File: config.mk
export PLATFORM = sky130hd
export DESIGN_NAME = cpu_top
export DESIGN_NICKNAME = d
export VERILOG_FILES = /design/src/cpu_pkg.sv /design/src/stage_if.sv /design/src/fetch_stage.sv /design/src/decode_stage.sv /design/src/register_file.sv /design/src/execute_stage.sv /design/src/memory_stage.sv /design/src/cpu_top.sv
export SDC_FILE = /design/constraint.sdc
export NUM_CORES = 1
export LEC_CHECK = 0
export BUFFER_PORTS_ARGS = -buffer_cell sky130_fd_sc_hd__buf_4
export CELL_PAD_IN_SITES_DETAIL_PLACEMENT = 0
export CELL_PAD_IN_SITES_GLOBAL_PLACEMENT = 2
export CORE_MARGIN = 5
export CORE_UTILIZATION = 44
export CTS_CLUSTER_SIZE = 20
export DETAILED_ROUTE_END_ITERATION = 12
export HOLD_SLACK_MARGIN = 0.06
export PLACE_DENSITY_LB_ADDON = 0.1
export SYNTH_ARGS = -nofsm -noshare
export SYNTH_HDL_FRONTEND = slang
export SYNTH_SLANG_ARGS = --single-unit
File: constraint.sdc
create_clock -name Clock -period 16.9 [get_ports Clock]
set_input_delay 0.845 -clock Clock [delete_from_list [all_inputs] [get_ports Clock]]
set_output_delay 0.845 -clock Clock [all_outputs]
set_load 0.05 [all_outputs]
File: src/cpu_pkg.sv
`default_nettype none

package cpu_pkg;

    localparam int WORD_W    = 16;
    localparam int REG_SEL_W = 3;
    localparam int NUM_REGS  = 8;
    localparam int OPC_W     = 3;
    localparam int COND_W    = 3;  // condition reuses the rX field
    localparam int IMM_W     = 9;
    localparam int KIND_W    = 3;

    // opcode field, bits 15..13
    localparam logic [OPC_W-1:0] OPC_MV  = 3'b000;
    localparam logic [OPC_W-1:0] OPC_B   = 3'b001;
    localparam logic [OPC_W-1:0] OPC_ADD = 3'b010;
    localparam logic [OPC_W-1:0] OPC_SUB = 3'b011;
    localparam logic [OPC_W-1:0] OPC_LD  = 3'b100;
    localparam logic [OPC_W-1:0] OPC_ST  = 3'b101;
    localparam logic [OPC_W-1:0] OPC_CMP = 3'b111;

    localparam logic [COND_W-1:0] COND_NONE = 3'd0;
    localparam logic [COND_W-1:0] COND_EQ   = 3'd1;
    localparam logic [COND_W-1:0] COND_NE   = 3'd2;
    localparam logic [COND_W-1:0] COND_CC   = 3'd3;
    localparam logic [COND_W-1:0] COND_CS   = 3'd4;
    localparam logic [COND_W-1:0] COND_PL   = 3'd5;
    localparam logic [COND_W-1:0] COND_MI   = 3'd6;

    // operation kind carried down the pipe
    localparam logic [KIND_W-1:0] KIND_BUBBLE = 3'd0;
    localparam logic [KIND_W-1:0] KIND_MOVE   = 3'd1;
    localparam logic [KIND_W-1:0] KIND_ADD    = 3'd2;
    localparam logic [KIND_W-1:0] KIND_SUB    = 3'd3;
    localparam logic [KIND_W-1:0] KIND_CMP    = 3'd4;
    localparam logic [KIND_W-1:0] KIND_LOAD   = 3'd5;
    localparam logic [KIND_W-1:0] KIND_STORE  = 3'd6;
    localparam logic [KIND_W-1:0] KIND_BRANCH = 3'd7;

    typedef union packed {
        struct packed {
            logic [OPC_W-1:0]     opcode;
            logic                 imm_flag;
            logic [REG_SEL_W-1:0] rx;
            logic [IMM_W-1:0]     imm;         // signed
        } imm_form;
        struct packed {
            logic [OPC_W-1:0]           opcode;
            logic                       imm_flag;
            logic [REG_SEL_W-1:0]       rx;
            logic [IMM_W-REG_SEL_W-1:0] zero_field;
            logic [REG_SEL_W-1:0]       ry;
        } reg_form;
    } instr_word_t;

    // kinds that end in a register write
    function automatic logic writes_reg(input logic [KIND_W-1:0] kind);
        return kind inside {KIND_MOVE, KIND_ADD, KIND_SUB, KIND_LOAD};
    endfunction

endpackage

`default_nettype wire

File: src/stage_if.sv
`timescale 1ns/1ps
`default_nettype none

// one pipeline record between two stages
interface stage_if
    import cpu_pkg::*;
();

    logic [KIND_W-1:0]    kind;  // bubble when the slot is empty
    logic [REG_SEL_W-1:0] dest;
    logic [WORD_W-1:0]    a;     // rX value, also store data
    logic [WORD_W-1:0]    b;     // operand two, then result or address
    logic [COND_W-1:0]    cond;
    logic [WORD_W-1:0]    pc;

    modport src (
        output kind, dest, a, b, cond, pc
    );

    modport dst (
        input kind, dest, a, b, cond, pc
    );

endinterface

`default_nettype wire

File: src/fetch_stage.sv
`timescale 1ns/1ps
`default_nettype none

module fetch_stage
    import cpu_pkg::*;
(
    input  wire                Clock,
    input  wire                Reset,
    output logic [WORD_W-1:0]  instr_addr,
    input  wire  [WORD_W-1:0]  instr_data,
    input  wire                decode_hold,
    input  wire                mem_hold,
    input  wire                redirect_valid,
    input  wire  [WORD_W-1:0]  redirect_pc,
    output instr_word_t        fetched_word,
    output logic [WORD_W-1:0]  fetched_pc
);

    logic [WORD_W-1:0] pc;
    logic              hold;

    assign instr_addr = pc;  // instruction port is read in the same cycle
    assign hold       = decode_hold || mem_hold;

    always_ff @(posedge Clock or posedge Reset) begin
        if (Reset) begin
            pc           <= '0;
            fetched_word <= '0;
            fetched_pc   <= '0;
        end else if (redirect_valid) begin
            // branch resolved, drop the word fetched behind it
            pc           <= redirect_pc;
            fetched_word <= '0;
        end else if (!hold) begin
            pc           <= pc + 1'b1;
            fetched_word <= instr_data;
            fetched_pc   <= pc;
        end
    end

endmodule

`default_nettype wire

File: src/decode_stage.sv
`timescale 1ns/1ps
`default_nettype none

module decode_stage
    import cpu_pkg::*;
(
    input  wire                   Clock,
    input  wire                   Reset,
    input  wire instr_word_t      fetched_word,
    input  wire  [WORD_W-1:0]     fetched_pc,
    input  wire                   mem_hold,
    output logic [REG_SEL_W-1:0]  read_a_sel,
    output logic [REG_SEL_W-1:0]  read_b_sel,
    input  wire  [WORD_W-1:0]     read_a,
    input  wire  [WORD_W-1:0]     read_b,
    stage_if.dst                  m1,
    stage_if.dst                  m2,
    input  wire                   reg_write_enable,
    input  wire  [REG_SEL_W-1:0]  reg_write_sel,
    stage_if.src                  de,
    output logic                  decode_hold
);

    logic [KIND_W-1:0]    kind;
    logic [REG_SEL_W-1:0] rx;
    logic [REG_SEL_W-1:0] ry;
    logic [WORD_W-1:0]    imm_ext;
    logic                 uses_ry;  // operand two comes from rY
    logic                 reads_regs;
    logic                 de_hit;
    logic                 m1_hit;
    logic                 m2_hit;
    logic                 hazard;

    assign rx         = fetched_word.imm_form.rx;
    assign ry         = fetched_word.reg_form.ry;
    assign read_a_sel = rx;
    assign read_b_sel = ry;
    assign imm_ext    = {{(WORD_W-IMM_W){fetched_word.imm_form.imm[IMM_W-1]}},
                         fetched_word.imm_form.imm};

    always_comb begin
        case (fetched_word.imm_form.opcode)
            OPC_MV:  kind = KIND_MOVE;
            OPC_B:   kind = fetched_word.imm_form.imm_flag ? KIND_BUBBLE : KIND_BRANCH;  // mvt dropped
            OPC_ADD: kind = KIND_ADD;
            OPC_SUB: kind = KIND_SUB;
            OPC_LD:  kind = KIND_LOAD;
            OPC_ST:  kind = KIND_STORE;
            OPC_CMP: begin
                // register form is a compare only with a clear zero field
                if (fetched_word.imm_form.imm_flag || fetched_word.reg_form.zero_field == '0) begin
                    kind = KIND_CMP;
                end else begin
                    kind = KIND_BUBBLE;
                end
            end
            default: kind = KIND_BUBBLE;  // logic ops
        endcase
        if (fetched_word == '0) begin
            kind = KIND_BUBBLE;
        end
    end

    assign uses_ry    = !fetched_word.imm_form.imm_flag && kind != KIND_BRANCH;
    assign reads_regs = kind != KIND_BUBBLE && kind != KIND_BRANCH;

    // no forwarding, so any older writer of rX or rY blocks issue
    assign de_hit = writes_reg(de.kind) && (de.dest == rx || (uses_ry && de.dest == ry));
    assign m1_hit = writes_reg(m1.kind) && (m1.dest == rx || (uses_ry && m1.dest == ry));
    assign m2_hit = reg_write_enable && m2.kind != KIND_BUBBLE &&
                    (reg_write_sel == rx || (uses_ry && reg_write_sel == ry));

    assign hazard      = reads_regs && (de_hit || m1_hit || m2_hit);
    assign decode_hold = hazard || de.kind == KIND_BRANCH;  // branch waits for redirect

    always_ff @(posedge Clock or posedge Reset) begin
        if (Reset) begin
            de.kind <= KIND_BUBBLE;
            de.dest <= '0;
            de.a    <= '0;
            de.b    <= '0;
            de.cond <= COND_NONE;
            de.pc   <= '0;
        end else if (!mem_hold) begin
            if (decode_hold) begin
                de.kind <= KIND_BUBBLE;
            end else begin
                de.kind <= kind;
                de.dest <= rx;
                de.a    <= read_a;
                de.b    <= uses_ry ? read_b : imm_ext;
                de.cond <= rx;  // same bits, meaningful for branches only
                de.pc   <= fetched_pc;
            end
        end
    end

endmodule

`default_nettype wire

File: src/register_file.sv
`timescale 1ns/1ps
`default_nettype none

module register_file
    import cpu_pkg::*;
(
    input  wire                   Clock,
    input  wire                   Reset,
    input  wire  [REG_SEL_W-1:0]  read_a_sel,
    input  wire  [REG_SEL_W-1:0]  read_b_sel,
    input  wire                   write_enable,
    input  wire  [REG_SEL_W-1:0]  write_sel,
    input  wire  [WORD_W-1:0]     write_value,
    output logic [WORD_W-1:0]     read_a,
    output logic [WORD_W-1:0]     read_b
);

    logic [WORD_W-1:0] regs [NUM_REGS];

    always_ff @(posedge Clock or posedge Reset) begin
        if (Reset) begin
            for (int i = 0; i < NUM_REGS; i++) begin
                regs[i] <= '0;
            end
        end else if (write_enable) begin
            regs[write_sel] <= write_value;
        end
    end

    // reads see the old value on the write edge
    assign read_a = regs[read_a_sel];
    assign read_b = regs[read_b_sel];

endmodule

`default_nettype wire

File: src/execute_stage.sv
`timescale 1ns/1ps
`default_nettype none

module execute_stage
    import cpu_pkg::*;
(
    input  wire                Clock,
    input  wire                Reset,
    input  wire                mem_hold,
    stage_if.dst               de,
    stage_if.src               m1,
    output logic               redirect_valid,
    output logic [WORD_W-1:0]  redirect_pc
);

    logic              flag_n;
    logic              flag_z;
    logic              flag_c;
    logic [WORD_W:0]   diff;    // borrow lands in the top bit
    logic [WORD_W-1:0] result;
    logic              taken;

    assign diff = {1'b0, de.a} - {1'b0, de.b};

    always_comb begin
        case (de.kind)
            KIND_ADD: result = de.a + de.b;
            KIND_SUB: result = diff[WORD_W-1:0];
            default:  result = de.b;  // move value or load/store address
        endcase
    end

    always_comb begin
        case (de.cond)
            COND_NONE: taken = 1'b1;
            COND_EQ:   taken = flag_z;
            COND_NE:   taken = !flag_z;
            COND_CC:   taken = !flag_c;
            COND_CS:   taken = flag_c;
            COND_PL:   taken = !flag_z && !flag_n;
            COND_MI:   taken = !flag_z && flag_n;
            default:   taken = 1'b1;
        endcase
    end

    // redirect on both outcomes, fetch has run one word past the branch
    assign redirect_valid = de.kind == KIND_BRANCH && !mem_hold;
    assign redirect_pc    = taken ? de.pc + 1'b1 + de.b : de.pc + 1'b1;

    always_ff @(posedge Clock or posedge Reset) begin
        if (Reset) begin
            flag_n  <= 1'b0;
            flag_z  <= 1'b0;
            flag_c  <= 1'b0;
            m1.kind <= KIND_BUBBLE;
            m1.dest <= '0;
            m1.a    <= '0;
            m1.b    <= '0;
            m1.cond <= COND_NONE;
            m1.pc   <= '0;
        end else if (!mem_hold) begin
            if (de.kind == KIND_CMP) begin
                flag_z <= diff[WORD_W-1:0] == '0;
                flag_n <= diff[WORD_W-1];
                flag_c <= diff[WORD_W];
            end
            m1.kind <= (de.kind == KIND_BRANCH) ? KIND_BUBBLE : de.kind;  // branch retires here
            m1.dest <= de.dest;
            m1.a    <= de.a;
            m1.b    <= result;
            m1.cond <= de.cond;
            m1.pc   <= de.pc;
        end
    end

endmodule

`default_nettype wire

File: src/memory_stage.sv
`timescale 1ns/1ps
`default_nettype none

module memory_stage
    import cpu_pkg::*;
(
    input  wire                   Clock,
    input  wire                   Reset,
    input  wire  [WORD_W-1:0]     data_rdata,
    input  wire                   data_done,
    stage_if.dst                  m1,
    output logic [WORD_W-1:0]     data_addr,
    output logic [WORD_W-1:0]     data_wdata,
    output logic                  data_read,
    output logic                  data_write,
    output logic                  mem_hold,
    stage_if.src                  m2,
    output logic                  reg_write_enable,
    output logic [REG_SEL_W-1:0]  reg_write_sel,
    output logic [WORD_W-1:0]     reg_write_value
);

    logic is_load;
    logic is_store;

    assign is_load  = m1.kind == KIND_LOAD;
    assign is_store = m1.kind == KIND_STORE;

    // port stays steady while m1 holds the access
    assign data_addr  = m1.b;
    assign data_wdata = m1.a;
    assign data_read  = is_load;
    assign data_write = is_store;
    assign mem_hold   = (is_load || is_store) && !data_done;

    always_ff @(posedge Clock or posedge Reset) begin
        if (Reset) begin
            m2.kind <= KIND_BUBBLE;
            m2.dest <= '0;
            m2.a    <= '0;
            m2.b    <= '0;
            m2.cond <= COND_NONE;
            m2.pc   <= '0;
        end else if (mem_hold) begin
            m2.kind <= KIND_BUBBLE;  // access still pending
        end else begin
            m2.kind <= m1.kind;
            m2.dest <= m1.dest;
            m2.a    <= m1.a;
            m2.b    <= is_load ? data_rdata : m1.b;
            m2.cond <= m1.cond;
            m2.pc   <= m1.pc;
        end
    end

    // write lands on the edge the record leaves m2
    assign reg_write_enable = writes_reg(m2.kind);
    assign reg_write_sel    = m2.dest;
    assign reg_write_value  = m2.b;

endmodule

`default_nettype wire

File: src/cpu_top.sv
`timescale 1ns/1ps
`default_nettype none

module cpu_top
    import cpu_pkg::*;
(
    input  wire                Clock,
    input  wire                Reset,
    output logic [WORD_W-1:0]  instr_addr,
    input  wire  [WORD_W-1:0]  instr_data,
    output logic [WORD_W-1:0]  data_addr,
    output logic [WORD_W-1:0]  data_wdata,
    input  wire  [WORD_W-1:0]  data_rdata,
    input  wire                data_done,
    output logic               data_read,
    output logic               data_write
);

    instr_word_t          fetched_word;
    logic [WORD_W-1:0]    fetched_pc;
    logic                 decode_hold;
    logic                 mem_hold;
    logic                 redirect_valid;
    logic [WORD_W-1:0]    redirect_pc;
    logic [REG_SEL_W-1:0] read_a_sel;
    logic [REG_SEL_W-1:0] read_b_sel;
    logic [WORD_W-1:0]    read_a;
    logic [WORD_W-1:0]    read_b;
    logic                 reg_write_enable;
    logic [REG_SEL_W-1:0] reg_write_sel;
    logic [WORD_W-1:0]    reg_write_value;

    stage_if if_de ();  // decode to execute
    stage_if if_m1 ();  // execute to memory
    stage_if if_m2 ();  // memory record that writes back

    fetch_stage u_fetch (
        .Clock          (Clock),
        .Reset          (Reset),
        .instr_addr     (instr_addr),
        .instr_data     (instr_data),
        .decode_hold    (decode_hold),
        .mem_hold       (mem_hold),
        .redirect_valid (redirect_valid),
        .redirect_pc    (redirect_pc),
        .fetched_word   (fetched_word),
        .fetched_pc     (fetched_pc)
    );

    decode_stage u_decode (
        .Clock            (Clock),
        .Reset            (Reset),
        .fetched_word     (fetched_word),
        .fetched_pc       (fetched_pc),
        .mem_hold         (mem_hold),
        .read_a_sel       (read_a_sel),
        .read_b_sel       (read_b_sel),
        .read_a           (read_a),
        .read_b           (read_b),
        .m1               (if_m1),
        .m2               (if_m2),
        .reg_write_enable (reg_write_enable),
        .reg_write_sel    (reg_write_sel),
        .de               (if_de),
        .decode_hold      (decode_hold)
    );

    register_file u_regs (
        .Clock        (Clock),
        .Reset        (Reset),
        .read_a_sel   (read_a_sel),
        .read_b_sel   (read_b_sel),
        .write_enable (reg_write_enable),
        .write_sel    (reg_write_sel),
        .write_value  (reg_write_value),
        .read_a       (read_a),
        .read_b       (read_b)
    );

    execute_stage u_execute (
        .Clock          (Clock),
        .Reset          (Reset),
        .mem_hold       (mem_hold),
        .de             (if_de),
        .m1             (if_m1),
        .redirect_valid (redirect_valid),
        .redirect_pc    (redirect_pc)
    );

    memory_stage u_memory (
        .Clock            (Clock),
        .Reset            (Reset),
        .data_rdata       (data_rdata),
        .data_done        (data_done),
        .m1               (if_m1),
        .data_addr        (data_addr),
        .data_wdata       (data_wdata),
        .data_read        (data_read),
        .data_write       (data_write),
        .mem_hold         (mem_hold),
        .m2               (if_m2),
        .reg_write_enable (reg_write_enable),
        .reg_write_sel    (reg_write_sel),
        .reg_write_value  (reg_write_value)
    );

endmodule

`default_nettype wire

# After elaboration in Yosys (flattened, before gate mapping)
# Index checks and enable logic that the tools add are counted.
[word_totals]
register_bits = 293
in_bits = 35
out_inout_bits = 50
[op_classes]
addsub = 5
order_cmp = 4
eq_ne = 35
mux = 25
n_bitwise = 7
n_reduce_logical = 42
[op_table]
columns = ["op", "n"]
rows = [
  ["two-way mux 16 bit", 12],
  ["bitwise mux 128 bit", 1],
  ["binary-select mux 16 bit (select 3 bit)", 2],
  ["demux 16 bit (select 3 bit)", 1],
  ["equality test 3 bit (second input constant)", 12],
  ["adder 16 x 1 -> 16 bit (second input constant)", 2],
  ["adder 16 bit", 2],
  ["logical NOT 16 bit", 2],
  ["one-hot mux 16 bit (2 select lines)", 1],
  ["equality test 3 x 2 -> 1 bit (second input constant)", 10],
  ["one-hot mux 3 bit (7 select lines)", 1],
  ["equality test 3 bit", 6],
  ["two-way mux 3 bit", 6],
  ["subtractor 16 x 16 -> 17 bit", 1],
  ["equality test 3 x 1 -> 1 bit (second input constant)", 5],
  ["logical AND 1 bit", 15],
  ["greater-or-equal comparator 4 bit (second input constant)", 3],
  ["NOT 3 -> 4 bit", 3],
  ["nonzero test 4 bit", 3],
  ["logical OR 1 bit", 9],
  ["logical NOT 1 bit", 6],
  ["logical NOT 6 bit", 1],
  ["one-hot mux 1 bit (6 select lines)", 1],
  ["AND reduction 2 bit", 3],
  ["other kinds (6)", 10],
]

# Longest topological paths before layout
# Gate-level depths: netlist of run 1.
[logic_depth]
ltp_word = 17
depth_mapped = 15
ltp_nobuf = 15

# Modules after synthesis
# From an unflattened synthesis of run 1, not the netlist that was laid out.
[hier_totals]
hier_cells = 1648
area_unflattened_um2 = 20135.6
[modules_own_cells]
columns = ["module", "n_inst", "cells_per_inst", "area_per_inst_um2", "seq_area_each_um2"]
rows = [
  ["register_file", 1, 396, 7041.8, 3203.1],
  ["execute_stage", 1, 637, 5516.5, 1501.4],
  ["memory_stage", 1, 196, 2770.2, 1426.4],
  ["decode_stage", 1, 216, 2698.8, 1351.3],
  ["fetch_stage", 1, 203, 2108.3, 1201.2],
]

# Worst setup path after synthesis of run 1
# Ideal clock, no wire load.
[synth_timing]
kind = "reg2reg"
start = "register u_decode.de.pc[3]"
end = "register u_fetch.pc[15], in the netlist u_fetch.instr_addr[15]"
setup_ns = 0.136
t_arrival_ns = 2.819
required_time_ns = 16.764
slack_ns = 13.945
stages_incl_launch_ff = 16
path_buffers = 0
period_less_slack_ns = 2.955
path_cell_list = "dfrtp_1 -> and3_1 -> and2_1 -> nand4_1 -> nor2_1 -> and3_1 -> xor2_1 -> ha_1 -> o21ai_0 -> a21oi_1 -> o21ai_0 -> o2bb2ai_1 -> or3_1 -> a21boi_0 -> xnor2_1 -> o21ai_0"
[synth_between]
elab_chain_len = 4
[synth_lines]
columns = ["item", "line_no", "rtl"]
rows = [
  ["start, declared", "stage_if.sv:17", "output kind, dest, a, b, cond, pc"],
  ["start signal, assigned", "decode_stage.sv:94", "de.pc <= fetched_pc;"],
  ["adder 16 x 1 -> 16 bit (*)", "execute_stage.sv:48", "assign redirect_pc = taken ? de.pc + 1'b1 + de.b : de.pc + 1'b1;"],
  ["adder 16 bit", "execute_stage.sv:48", ""],
  ["two-way mux 16 bit (*)", "execute_stage.sv:48", ""],
  ["two-way mux 16 bit (*)", "fetch_stage.sv:30", "end else if (redirect_valid) begin"],
  ["end signal, assigned", "fetch_stage.sv:32", "pc <= redirect_pc;"],
  ["end signal, assigned", "fetch_stage.sv:35", "pc <= pc + 1'b1;"],
  ["end, declared", "fetch_stage.sv:19", "logic [WORD_W-1:0] pc;"],
]
# Mark *: on every way between the ends. The rest lies on a longest branch, timed or not.
# A chain may end at the register's enable or synchronous reset.

# Worst setup path in the final report of run 1
[layout_timing]
start = "register u_fetch.fetched_word[10] (netlist bit)"
end = "register u_decode.de.dest[2]"
[layout_between]
elab_chain_len = 13
elab_cells_between_ends = 24
cone_classes = "eq/ne (4); mux (1); bitwise (1); reduce/logical (18)"
[layout_lines]
columns = ["item", "line_no", "rtl"]
rows = [
  ["start, declared", "fetch_stage.sv:15", "output instr_word_t fetched_word,"],
  ["start signal, assigned", "fetch_stage.sv:36", "fetched_word <= instr_data;"],
  ["logical NOT 16 bit", "decode_stage.sv:60", "if (fetched_word == '0) begin"],
  ["two-way mux 3 bit", "decode_stage.sv:60", ""],
  ["inequality test 3 bit", "decode_stage.sv:65, decode_stage.sv:66", ""],
  ["logical AND 1 bit", "decode_stage.sv:65", "assign uses_ry = !fetched_word.imm_form.imm_flag && kind != KIND_BRANCH;"],
  ["logical AND 1 bit (on tied branches)", "decode_stage.sv:69, decode_stage.sv:70", ""],
  ["logical OR 1 bit (on tied branches)", "decode_stage.sv:69, decode_stage.sv:70", ""],
  ["logical AND 1 bit (on tied branches)", "decode_stage.sv:69, decode_stage.sv:70", ""],
  ["logical OR 1 bit (2 in a row)", "decode_stage.sv:74", "assign hazard = reads_regs && (de_hit || m1_hit || m2_hit);"],
  ["logical AND 1 bit (*)", "decode_stage.sv:74", ""],
  ["logical OR 1 bit (*)", "decode_stage.sv:75", "assign decode_hold = hazard || de.kind == KIND_BRANCH;"],
  ["NOT 1 bit (no source line) (*)", "--", ""],
  ["AND reduction 2 bit (no source line) (*)", "--", ""],
  ["end signal, assigned", "decode_stage.sv:90", "de.dest <= rx;"],
  ["end, declared", "stage_if.sv:17", ""],
]
# Marked as above.

==> impl_results.md, run 1 <==
- Clk slew on worst S/H paths: 0.06 ns
- Initial antenna violation count: 0
- F_max: 0.267 GHz
- Area growth syn-to-layout: 14.3%
- Min-delay worst type: input pin to async pin
- Netlist cell types: 69
- Cell Area, Placed: 17,700 um2
- CP Buf/Inv Count: 2
- Max Transition Viols Final: 0
- Via density: 5.64
- Largest net degree at the start of global routing: 83
- Critical Path AT: 4.12 ns
- CP max stage cell: dfrtp_1
- Max_slew headroom: 34.4%
- GRT Residual Overflow: 0
- Synth Area in Adders: 4.00%
- Rows: 71
- FFs w/ async S/R, synth: 100%
- Setup WS pre-CTS: 13.18 ns
- Share of cells above drive strength 1: 23.6%
- CTS H-tree lvls: 2
- Synth Register Bits: 293
- Syn_area_per_cell: 10.5 um2
- Final instance area: 18,900 um2
- Core Area: 37,400 um2
- Clock Tree Buf Depth: 3
- Critical R2R Capture: u_decode.de.dest[2]$_DFFE_PP0P_
- Clk_lat worst skew: 0.57 ns
- Routed via count: 12.2k
- Clock Sinks: 293
- Critical Setup Path Class: flip-flop to flip-flop
- Mapped Area: 16,500 um2
- Simple-gate area share of the yosys netlist: 13.1%
- I/O pin cnt: 85
- Final nets: 1,715
- Global-route wire length before repair: 75,500 um
- Cell Chain, Critical Path: buf_4, xor2_1, nor4_1, or4_4, o21ai_4, and2_2, buf_4, o21ai_0
- Reg-to-Reg Start: u_fetch.fetched_word[10]$_DFFE_PP0P_
- Fin cells: 2,167
- Routed wire length: 47,600 um
- Diode count: 0
- Status: complete, no violations
- I/O Buffers: 84
- Most numerous cell on the critical path: buf_4
- Vias in the first global route: 12.4k
- TritonCTS clock tree: yes
- Die ar.: 41,500 um2
- Worst setup SP type: flip-flop
- Die X: 204 um
- XOR/XNOR Fraction of Synth Area: 3.87%
- Gr usage total: 23.4%
- Syn nets: 1,664
- Yosys warns: 0
- Post-DP HPWL: 33,200 um
- Post-Place Cells: 2,102
- Sequential area share after synthesis: 44.4%
- Setup violators final: 0
- Max-cap violation count: 0
- Remaining DRCs: 0
- DR pass1 iterations: 5
- GP Congestion: 0.810
- Die Y: 204 um
- Largest family of logic cells by synthesized area: multiplexers
- Post-layout minimum cycle time: 3.74 ns
- Worst Path Max Fanout: 72
- Final worst path period share: 22.1%
- Slowest stage delay, CP: 0.78 ns
- Reg2Reg Depth: 8
- Post-CTS setup buffers: 0
- WL per Instance: 22.0 um
- Number of synthesized flops with an enable pin: 0
- Slew @ Worst Pin: 0.984 ns
- Req. time, crit path: 17.29 ns
- CTS resizes: 0
- Initial Util: 44.2%
- Ranking of synthesized cells by area: dfrtp_1 44%, mux2_2 9.1%, mux4_2 8.7%
- Area fraction in compound gates after synthesis: 10.8%
- CP top delay family: buffers and inverters
- Root Buffer: clkbuf_16
- Synth top area share: 44.4%
- Post-synthesis mux area share: 20.5%
- ANT nets after route: 0
- Post-Syn Instances: 1,578
- CTS Hold Buffers Added: 0
- Main synth FF type: dfrtp_1
- CP endpoint kind: flip-flop
- Post-synth top area cell: dfrtp_1
- Worst Slack Setup Final: 13.16 ns
- RSZ-0062 raised after global routing: no
- Final hold violation count: 0
- Worst R2R Setup Slack: 13.16 ns
- Worst Skew: 0.0271 ns
- Drt first-iter violations: 759
- Setup tns final: 0 ns
- CTS buffer count: 36
==> how the worst max path moves through the flow <==
| stage | start | endpoint | slack [ns] | cells after the start |
|---|---|---|---|---|
| floorplan | Reset | u_decode.de.a[0]$_DFFE_PP0P_ | 7.96 | 1 |
| global placement | data_done | u_fetch.fetched_word[0]$_DFFE_PP0P_ | 13.22 | 8 |
| detailed placement | data_done | u_decode.de.dest[2]$_DFFE_PP0P_ | 13.18 | 8 |
| finish | u_fetch.fetched_word[10]$_DFFE_PP0P_ | u_decode.de.dest[2]$_DFFE_PP0P_ | 13.16 | 8 |
| CTS | u_fetch.fetched_word[10]$_DFFE_PP0P_ | u_decode.de.dest[2]$_DFFE_PP0P_ | 13.15 | 8 |
| global route | u_fetch.fetched_word[9]$_DFFE_PP0P_ | u_decode.de.dest[2]$_DFFE_PP0P_ | 12.88 | 9 |
==> placed cells by master, fill, tap and decap left out, drive strengths merged, types with 4 or more instances in the layout <==
cell type | netlist | final
a21oi | 65 | 65
nor2b | 9 | 9
clkinv | 1 | 4
mux4 | 64 | 64
and2 | 7 | 7
o21a | 7 | 7
xor2 | 39 | 39
ha | 48 | 48
o22ai | 5 | 5
mux2i | 45 | 45
or3 | 12 | 12
and3 | 10 | 10
buf | 16 | 114
mux2 | 133 | 133
or2 | 7 | 7
a2111oi | 4 | 4
nand3 | 18 | 18
o21bai | 5 | 5
nor2 | 83 | 83
nor4 | 13 | 13
nor3 | 18 | 18
o211ai | 11 | 11
a22o | 18 | 18
dfrtp | 293 | 293
inv | 45 | 49
nand2b | 8 | 8
nand2 | 273 | 273
a211oi | 7 | 7
nor4b | 4 | 4
o21ai | 91 | 91
clkbuf | 85 | 56
xnor2 | 34 | 34
a31oi | 25 | 25
o31ai | 9 | 9
a21o | 8 | 8
nand4 | 14 | 14
==> layout make-up <==
class,instances,area [um2]
Multi-Input combinational cell,1138,8680
Inverter,46,180
Timing Repair Buffer,114,856
Tap cell,511,639
Clock inverter,9,133
Fill cell,3452,18500
Clock buffer,56,1080
Sequential cell,293,7330
==> cell families after synthesis <==
group	Yosys count
muxes	242
DFF	293
and+or+nand+nor	488
adders and majority gates	51
buffers and inverters	147
AOI/OAI and AO/OA	284
xor gates and xnor gates	73
==> sequential cells by signal, summed over array words and instances (netlist names), 3 cells and up <==
register              cells
u_fetch.instr_addr       16
u_memory.m2.dest          3
u_execute.m1.b           16
u_decode.de.kind          3
u_decode.de.pc           16
u_decode.de.dest          3
u_decode.de.b            16
u_fetch.fetched_pc       16
u_memory.m2.b            16
u_decode.de.a            16
u_memory.m2.kind          3
u_execute.m1.a           16
u_execute.m1.dest         3
u_fetch.fetched_word     16
u_execute.m1.kind         3
u_regs.regs             128
==> routing by layer <==
| layer | wire (um) | up-vias | track usage [%] |
|---|---|---|---|
| li1 | - | 5756 | - |
| met2 | 21500 | 244 | 36.0 |
| met1 | 22800 | 6156 | 34.6 |
| met5 | 0 | - | 0 |
| met3 | 2200 | 72 | 4.21 |
| met4 | 1110 | 0 | 5.83 |
==> Yosys cell counts (all sizes together), types with 8 or more instances <==
library cell  instances
a21oi                65
nand2b                8
or3                  12
ha                   48
nor4                 13
nor2b                 9
nand4                14
nor3                 18
nand3                18
mux2                133
mux2i                45
inv                  45
o211ai               11
nand2               273
nor2                 83
o21ai                91
a21o                  8
buf                  16
a22o                 18
o31ai                 9
dfrtp               293
xnor2                34
clkbuf               85
a31oi                25
xor2                 39
and3                 10
mux4                 64
==> through the flow <==
stage                     hold WS, ns  util, %
after floorplan                 0.439        -
after global placement          0.450     47.3
after detailed placement        0.457     47.3
after CTS                       0.334     50.5
after global routing            0.362     50.5
final                           0.336     50.5
Power of run 1 is left out: the tool's default activity adds up to more than one toggle a clock period on the data nets, which glitch-free logic cannot reach.
==> inputs of run 2 (changes only) <==
Settings changed: ABC_AREA from default to 1, CORE_UTILIZATION 44 to 33.
Clock period 16.9 ns to 3.3 ns, I/O delays scaled along.
==> run 2 against run 1 <==
- flip-flop and latch count stayed put
- final cell count is 48% higher
- register-to-register slack worse by 13 ns
- setup slack worse by 13 ns
- via count is 37% higher
- die area is 40% higher
- critical path depth is 8 higher
==> impl_results.md, run 2 <==
- Global-route wire length before repair: 104,000 um
- Clk_lat worst skew: 0.58 ns
- FFs w/ async S/R, synth: 100%
- CTS buffer count: 38
- Post-synth top area cell: dfrtp_1
- Initial Util: 33.4%
- Setup violators final: 0
- Post-Syn Instances: 2,420
- Diode count: 0
- I/O pin cnt: 85
- Die ar.: 58,000 um2
- Final hold violation count: 0
- Critical Setup Path Class: flip-flop to flip-flop
- Critical R2R Capture: u_fetch.instr_addr[13]$_DFFE_PP0P_
- Status: complete, no violations
- Routed via count: 16.7k
- Reg-to-Reg Start: u_decode.de.pc[0]$_DFFE_PP0P_
- Gr usage total: 23.4%
- XOR/XNOR Fraction of Synth Area: 2.09%
- F_max: 0.333 GHz
- I/O Buffers: 84
- Post-DP HPWL: 49,300 um
- Root Buffer: clkbuf_16
- Netlist cell types: 46
- RSZ-0062 raised after global routing: no
- Worst setup SP type: flip-flop
- Synth Register Bits: 293
- Final worst path period share: 91.0%
- ANT nets after route: 0
- Number of synthesized flops with an enable pin: 0
- Max Transition Viols Final: 0
- Yosys warns: 0
- Core Area: 52,700 um2
- Leading cell types in the layout, fill and taps excluded: 650 x nand2_1, 349 x o21ai_0, 291 x dfrtp_1
- Clock Tree Buf Depth: 3
- Worst Path Max Fanout: 4
- Die Y: 241 um
- Synth top area share: 41.7%
- Die X: 241 um
- Slew @ Worst Pin: 0.978 ns
- Area growth syn-to-layout: 17.2%
- TritonCTS clock tree: yes
- Main synth FF type: dfrtp_1
- Largest register FFs: 128
- Vias in the first global route: 16.3k
- Post-layout minimum cycle time: 3.00 ns
- Sequential area share after synthesis: 41.7%
- WL per Instance: 21.3 um
- CP endpoint kind: flip-flop
- Rows: 84
- Syn_area_per_cell: 7.27 um2
- Commonest cells post-synth: 651 x nand2_1, 349 x o21ai_0, 293 x dfrtp_1
- Min-delay worst type: input pin to async pin
- Mapped Area: 17,600 um2
- Largest Register: u_regs.regs
- Largest net degree at the start of global routing: 63
- Setup tns final: 0 ns
- Routed wire length: 68,500 um
- Clock Sinks: 293
- Synth Area in Adders: 3.75%
- Post-synthesis mux area share: 0%
- Commonest non-fill, non-tap cell in the layout: nand2_1
- Share of cells above drive strength 1: 10.5%
- Initial antenna violation count: 2
- GRT Residual Overflow: 0
- DR pass1 iterations: 5
- GP Congestion: 0.915
- Reg2Reg Depth: 16
- Largest family of logic cells by synthesized area: simple AND/OR/NAND/NOR gates
- CTS H-tree lvls: 2
- Drt first-iter violations: 1,307
- Simple-gate area share of the yosys netlist: 25.2%
- Final nets: 2,587
- Area fraction in compound gates after synthesis: 19.1%
- Worst Skew: 0.0206 ns
- Max-cap violation count: 0
- Via density: 5.21
- Max_slew headroom: 34.8%
- Ranking of synthesized cells by area: dfrtp_1 42%, nand2_1 14%, o21ai_0 9.9%
- Critical Path AT: 3.50 ns
- Most common cell in the netlist: nand2_1
- Clk slew on worst S/H paths: 0.06 ns
- Worst R2R Setup Slack: 0.30 ns
- Syn nets: 2,506
- Req. time, crit path: 3.80 ns
- Post-CTS setup buffers: 0
- Remaining DRCs: 0
run 2: critical path, stage by stage (launching register included):
cell and delay (ns):
dfrtp_1 0.40, ha_1 0.27, nand3_1 0.13, inv_1 0.08
nand2_1 0.10, xor2_2 0.42, ha_1 0.47, nand2_1 0.15
inv_1 0.07, a21oi_1 0.15, o21a_1 0.16, nand2_1 0.06
nand2_1 0.06, nand3_1 0.13, a21oi_1 0.16, nand2_1 0.06
nand2_1 0.06
run 2: cell type report:
class                           instances  area [um2]
Fill cell                            5521       32000
Tap cell                              688         861
Clock buffer                           54        1080
Timing Repair Buffer                  172        1500
Multi-Input combinational cell       1775        8830
Sequential cell                       293        7330
Clock inverter                         12         183
Inverter                              221         838
run 2: worst max-delay path by stage:
| stage | slack (ns) | startpoint | end |
|---|---|---|---|
| after CTS | 0.08 | u_decode.de.pc[0]$_DFFE_PP0P_ | u_fetch.instr_addr[13]$_DFFE_PP0P_ |
| after floorplan | -0.75 | Reset | u_decode.de.a[0]$_DFFE_PP0P_ |
| after global placement | 0.07 | u_decode.de.pc[0]$_DFFE_PP0P_ | u_fetch.instr_addr[13]$_DFFE_PP0P_ |
| after detailed placement | 0.09 | u_decode.de.pc[0]$_DFFE_PP0P_ | u_fetch.instr_addr[13]$_DFFE_PP0P_ |
| final | 0.30 | u_decode.de.pc[0]$_DFFE_PP0P_ | u_fetch.instr_addr[13]$_DFFE_PP0P_ |
| after global routing | 0.05 | u_decode.de.pc[1]$_DFFE_PP0P_ | u_fetch.instr_addr[13]$_DFFE_PP0P_ |
run 2: kinds of logic after synthesis:
logic type	after synthesis
AND/OR/NAND/NOR	1080
XOR/XNOR	42
adder cells (fa/ha/maj)	51
AO/OA/AOI/OAI	602
flip-flops	293
buffers and inverters	352
run 2: timing repair:
action / 4_1_cts / 5_1_grt
gates resized for setup: 0 / 1
setup endpoints to repair: 0 / 6
hold endpoints to repair: 49 / 0
hold buffers: 34 / 0
run 2: metal layers:
metal	vias up	GRT usage, %	wire length (um)
met5	-	0	25
met4	4	7.37	2300
met3	114	3.39	3250
met2	435	36.6	30400
met1	8040	33.8	32600
li1	8148	-	-
run 2: per-stage QoR:
stage / instances / utilization, % / instance area [um2] / hold slack (ns) / worst slack (ns)
after floorplan: 2420 / - / 17600 / 0.269 / -0.754
after global placement: 3115 / 36.1 / 19000 / 0.310 / 0.0711
after detailed placement: 3115 / 36.1 / 19000 / 0.306 / 0.0926
after CTS: 3215 / 39.2 / 20600 / 0.256 / 0.0792
after global routing: 3215 / 39.2 / 20600 / 0.296 / 0.0481
final: 3215 / 39.2 / 20600 / 0.256 / 0.297
Power of run 2 is left out for the same reason.
==> inputs of run 3 (changes only) <==
Settings changed: CORE_ASPECT_RATIO from default to 0.75.
==> run 3 against run 2 <==
- core utilization shrank 0.31 points
- clock skew about the same
- via count rose by 0.66%
- clock-buffer cell count is 1 higher
- critical path type unchanged
- register-to-register slack improved by 0.24 ns
- routed wire length grew 1.6%
- flip-flop and latch count stayed put
- maximum frequency increased by 8.7%
- hold slack worse by 0.046 ns
- sequential share of layout area is 0.13 points higher
==> impl_results.md, run 3 (synthesis results as in run 2) <==
- Commonest non-fill, non-tap cell in the layout: nand2_1
- Via density: 5.20
- Clk slew on worst S/H paths: 0.06 ns
- Drt first-iter violations: 1,700
- Die Y: 210 um
- Die X: 277 um
- Routed via count: 16.9k
- Min-delay worst type: input pin to async pin
- Initial Util: 33.3%
- CP top delay family: compound AO/OA/AOI/OAI gates
- I/O pin cnt: 85
- Clock Tree Buf Depth: 3
- Leading cell types in the layout, fill and taps excluded: 650 x nand2_1, 349 x o21ai_0, 291 x dfrtp_1
- Setup WS pre-CTS: 0.567 ns
- Final hold violation count: 0
- Initial antenna violation count: 0
- Worst Path Max Fanout: 5
- Status: complete, no violations
- Worst setup SP type: flip-flop
- Diode count: 0
- ANT nets after route: 0
- Clk_lat worst skew: 0.56 ns
- Post-layout minimum cycle time: 2.76 ns
- CP endpoint kind: flip-flop
- Clock Sinks: 293
- Max_slew headroom: 48.8%
- Share of cells above drive strength 1: 10.7%
- Max Transition Viols Final: 0
- TritonCTS clock tree: yes
- Filler instances: 5,556
- Worst Slack Setup Final: 0.538 ns
- Cell Chain, Critical Path: nand3_1, inv_1, nand2_1, inv_1, nand3_1, xor2_1, inv_1, ha_1, a21oi_1, o21ai_0, a21oi_1, nand2_1, nand2_1, nand3_1, a21oi_1, nand2_1, nand2_1
- Largest register FFs: 128
- I/O Buffers: 84
- Critical Setup Path Class: flip-flop to flip-flop
- RSZ-0062 raised after global routing: no
- Vias in the first global route: 16.1k
- Reg-to-Reg Start: u_decode.de.pc[2]$_DFFE_PP0P_
- Setup violators final: 0
- CTS H-tree lvls: 2
- Remaining DRCs: 0
- Max-cap violation count: 0
- CTS resizes: 0
- Root Buffer: clkbuf_16
- Worst Skew: 0.0203 ns
- Post-layout util: 38.9%
- GRT Residual Overflow: 0
- Final nets: 2,591
- WL per Instance: 21.5 um
- Largest net degree at the start of global routing: 95
- Routed wire length: 69,600 um
- Die ar.: 58,100 um2
- Gr usage total: 23.3%
- Post-DP HPWL: 49,900 um
- Largest Register: u_regs.regs
- Global-route wire length before repair: 104,000 um
- Critical Path AT: 3.24 ns
- Final worst path period share: 83.7%
- Slowest stage delay, CP: 0.43 ns
- CP Buf/Inv Count: 3
- GP Congestion: 0.967
- Slew @ Worst Pin: 0.768 ns
- Rows: 73
- F_max: 0.362 GHz
- CTS buffer count: 37
- Req. time, crit path: 3.78 ns
- CP max stage cell: dfrtp_1
- Most numerous cell on the critical path: nand2_1
- Core Area: 52,900 um2
- Beginning of the critical path: u_decode.de.pc[2]$_DFFE_PP0P_
- Setup tns final: 0 ns
- DR pass1 iterations: 5
- Area growth syn-to-layout: 16.8%
-- run 3: metal layers --
| layer | GRT usage (%) | up-vias | wire (um) |
|---|---|---|---|
| met2 | 32.5 | 507 | 27700 |
| met5 | 0 | - | 0 |
| met4 | 5.77 | 0 | 1710 |
| met1 | 37.0 | 8090 | 35700 |
| met3 | 4.26 | 82 | 4450 |
| li1 | - | 8173 | - |
-- run 3: repair_timing --
action / in CTS / in global routing
hold buffers: 34 / 0
hold endpoints to repair: 65 / 0
setup buffers: 0 / 0
-- run 3: final cells by class --
cell class	instances	area (um2)	area share (%)
Tap cell	712	891	4.34
Timing Repair Buffer	177	1500	7.31
Inverter	221	838	4.08
Clock inverter	9	62.6	0.304
Sequential cell	293	7330	35.7
Multi-Input combinational cell	1775	8820	42.9
Clock buffer	55	1100	5.37
-- run 3: per-stage QoR --
stage | cell area, um2 | cells | hold WS (ns)
after floorplan | 17600 | 2420 | 0.269
after global placement | 19000 | 3144 | 0.240
after detailed placement | 19000 | 3144 | 0.239
after CTS | 20500 | 3242 | 0.184
after global routing | 20500 | 3242 | 0.230
final | 20500 | 3242 | 0.210
-- run 3: path summary, 6_finish.rpt --
check	to	slack, ns	depth (start not counted)
setup / recovery	u_fetch.instr_addr[10]$_DFFE_PP0P_	0.54	17
hold / removal	u_regs.regs[67]$_DFFE_PP0P_	0.21	3
setup reg to reg	u_fetch.instr_addr[10]$_DFFE_PP0P_	0.54	17
hold reg to reg	u_decode.de.pc[14]$_DFFE_PP0P_	0.48	2
max in group asynchronous	u_execute.m1.b[14]$_DFFE_PP0N_	2.15	4
min in group Clock	u_fetch.fetched_word[4]$_DFFE_PP0P_	0.36	4
-- run 3: worst min-delay path: stages --
cell and delay [ns]:
dlygate4sd3_1 0.53, buf_4 0.14, clkinvlp_4 0.36
Power of run 3 is left out for the same reason.
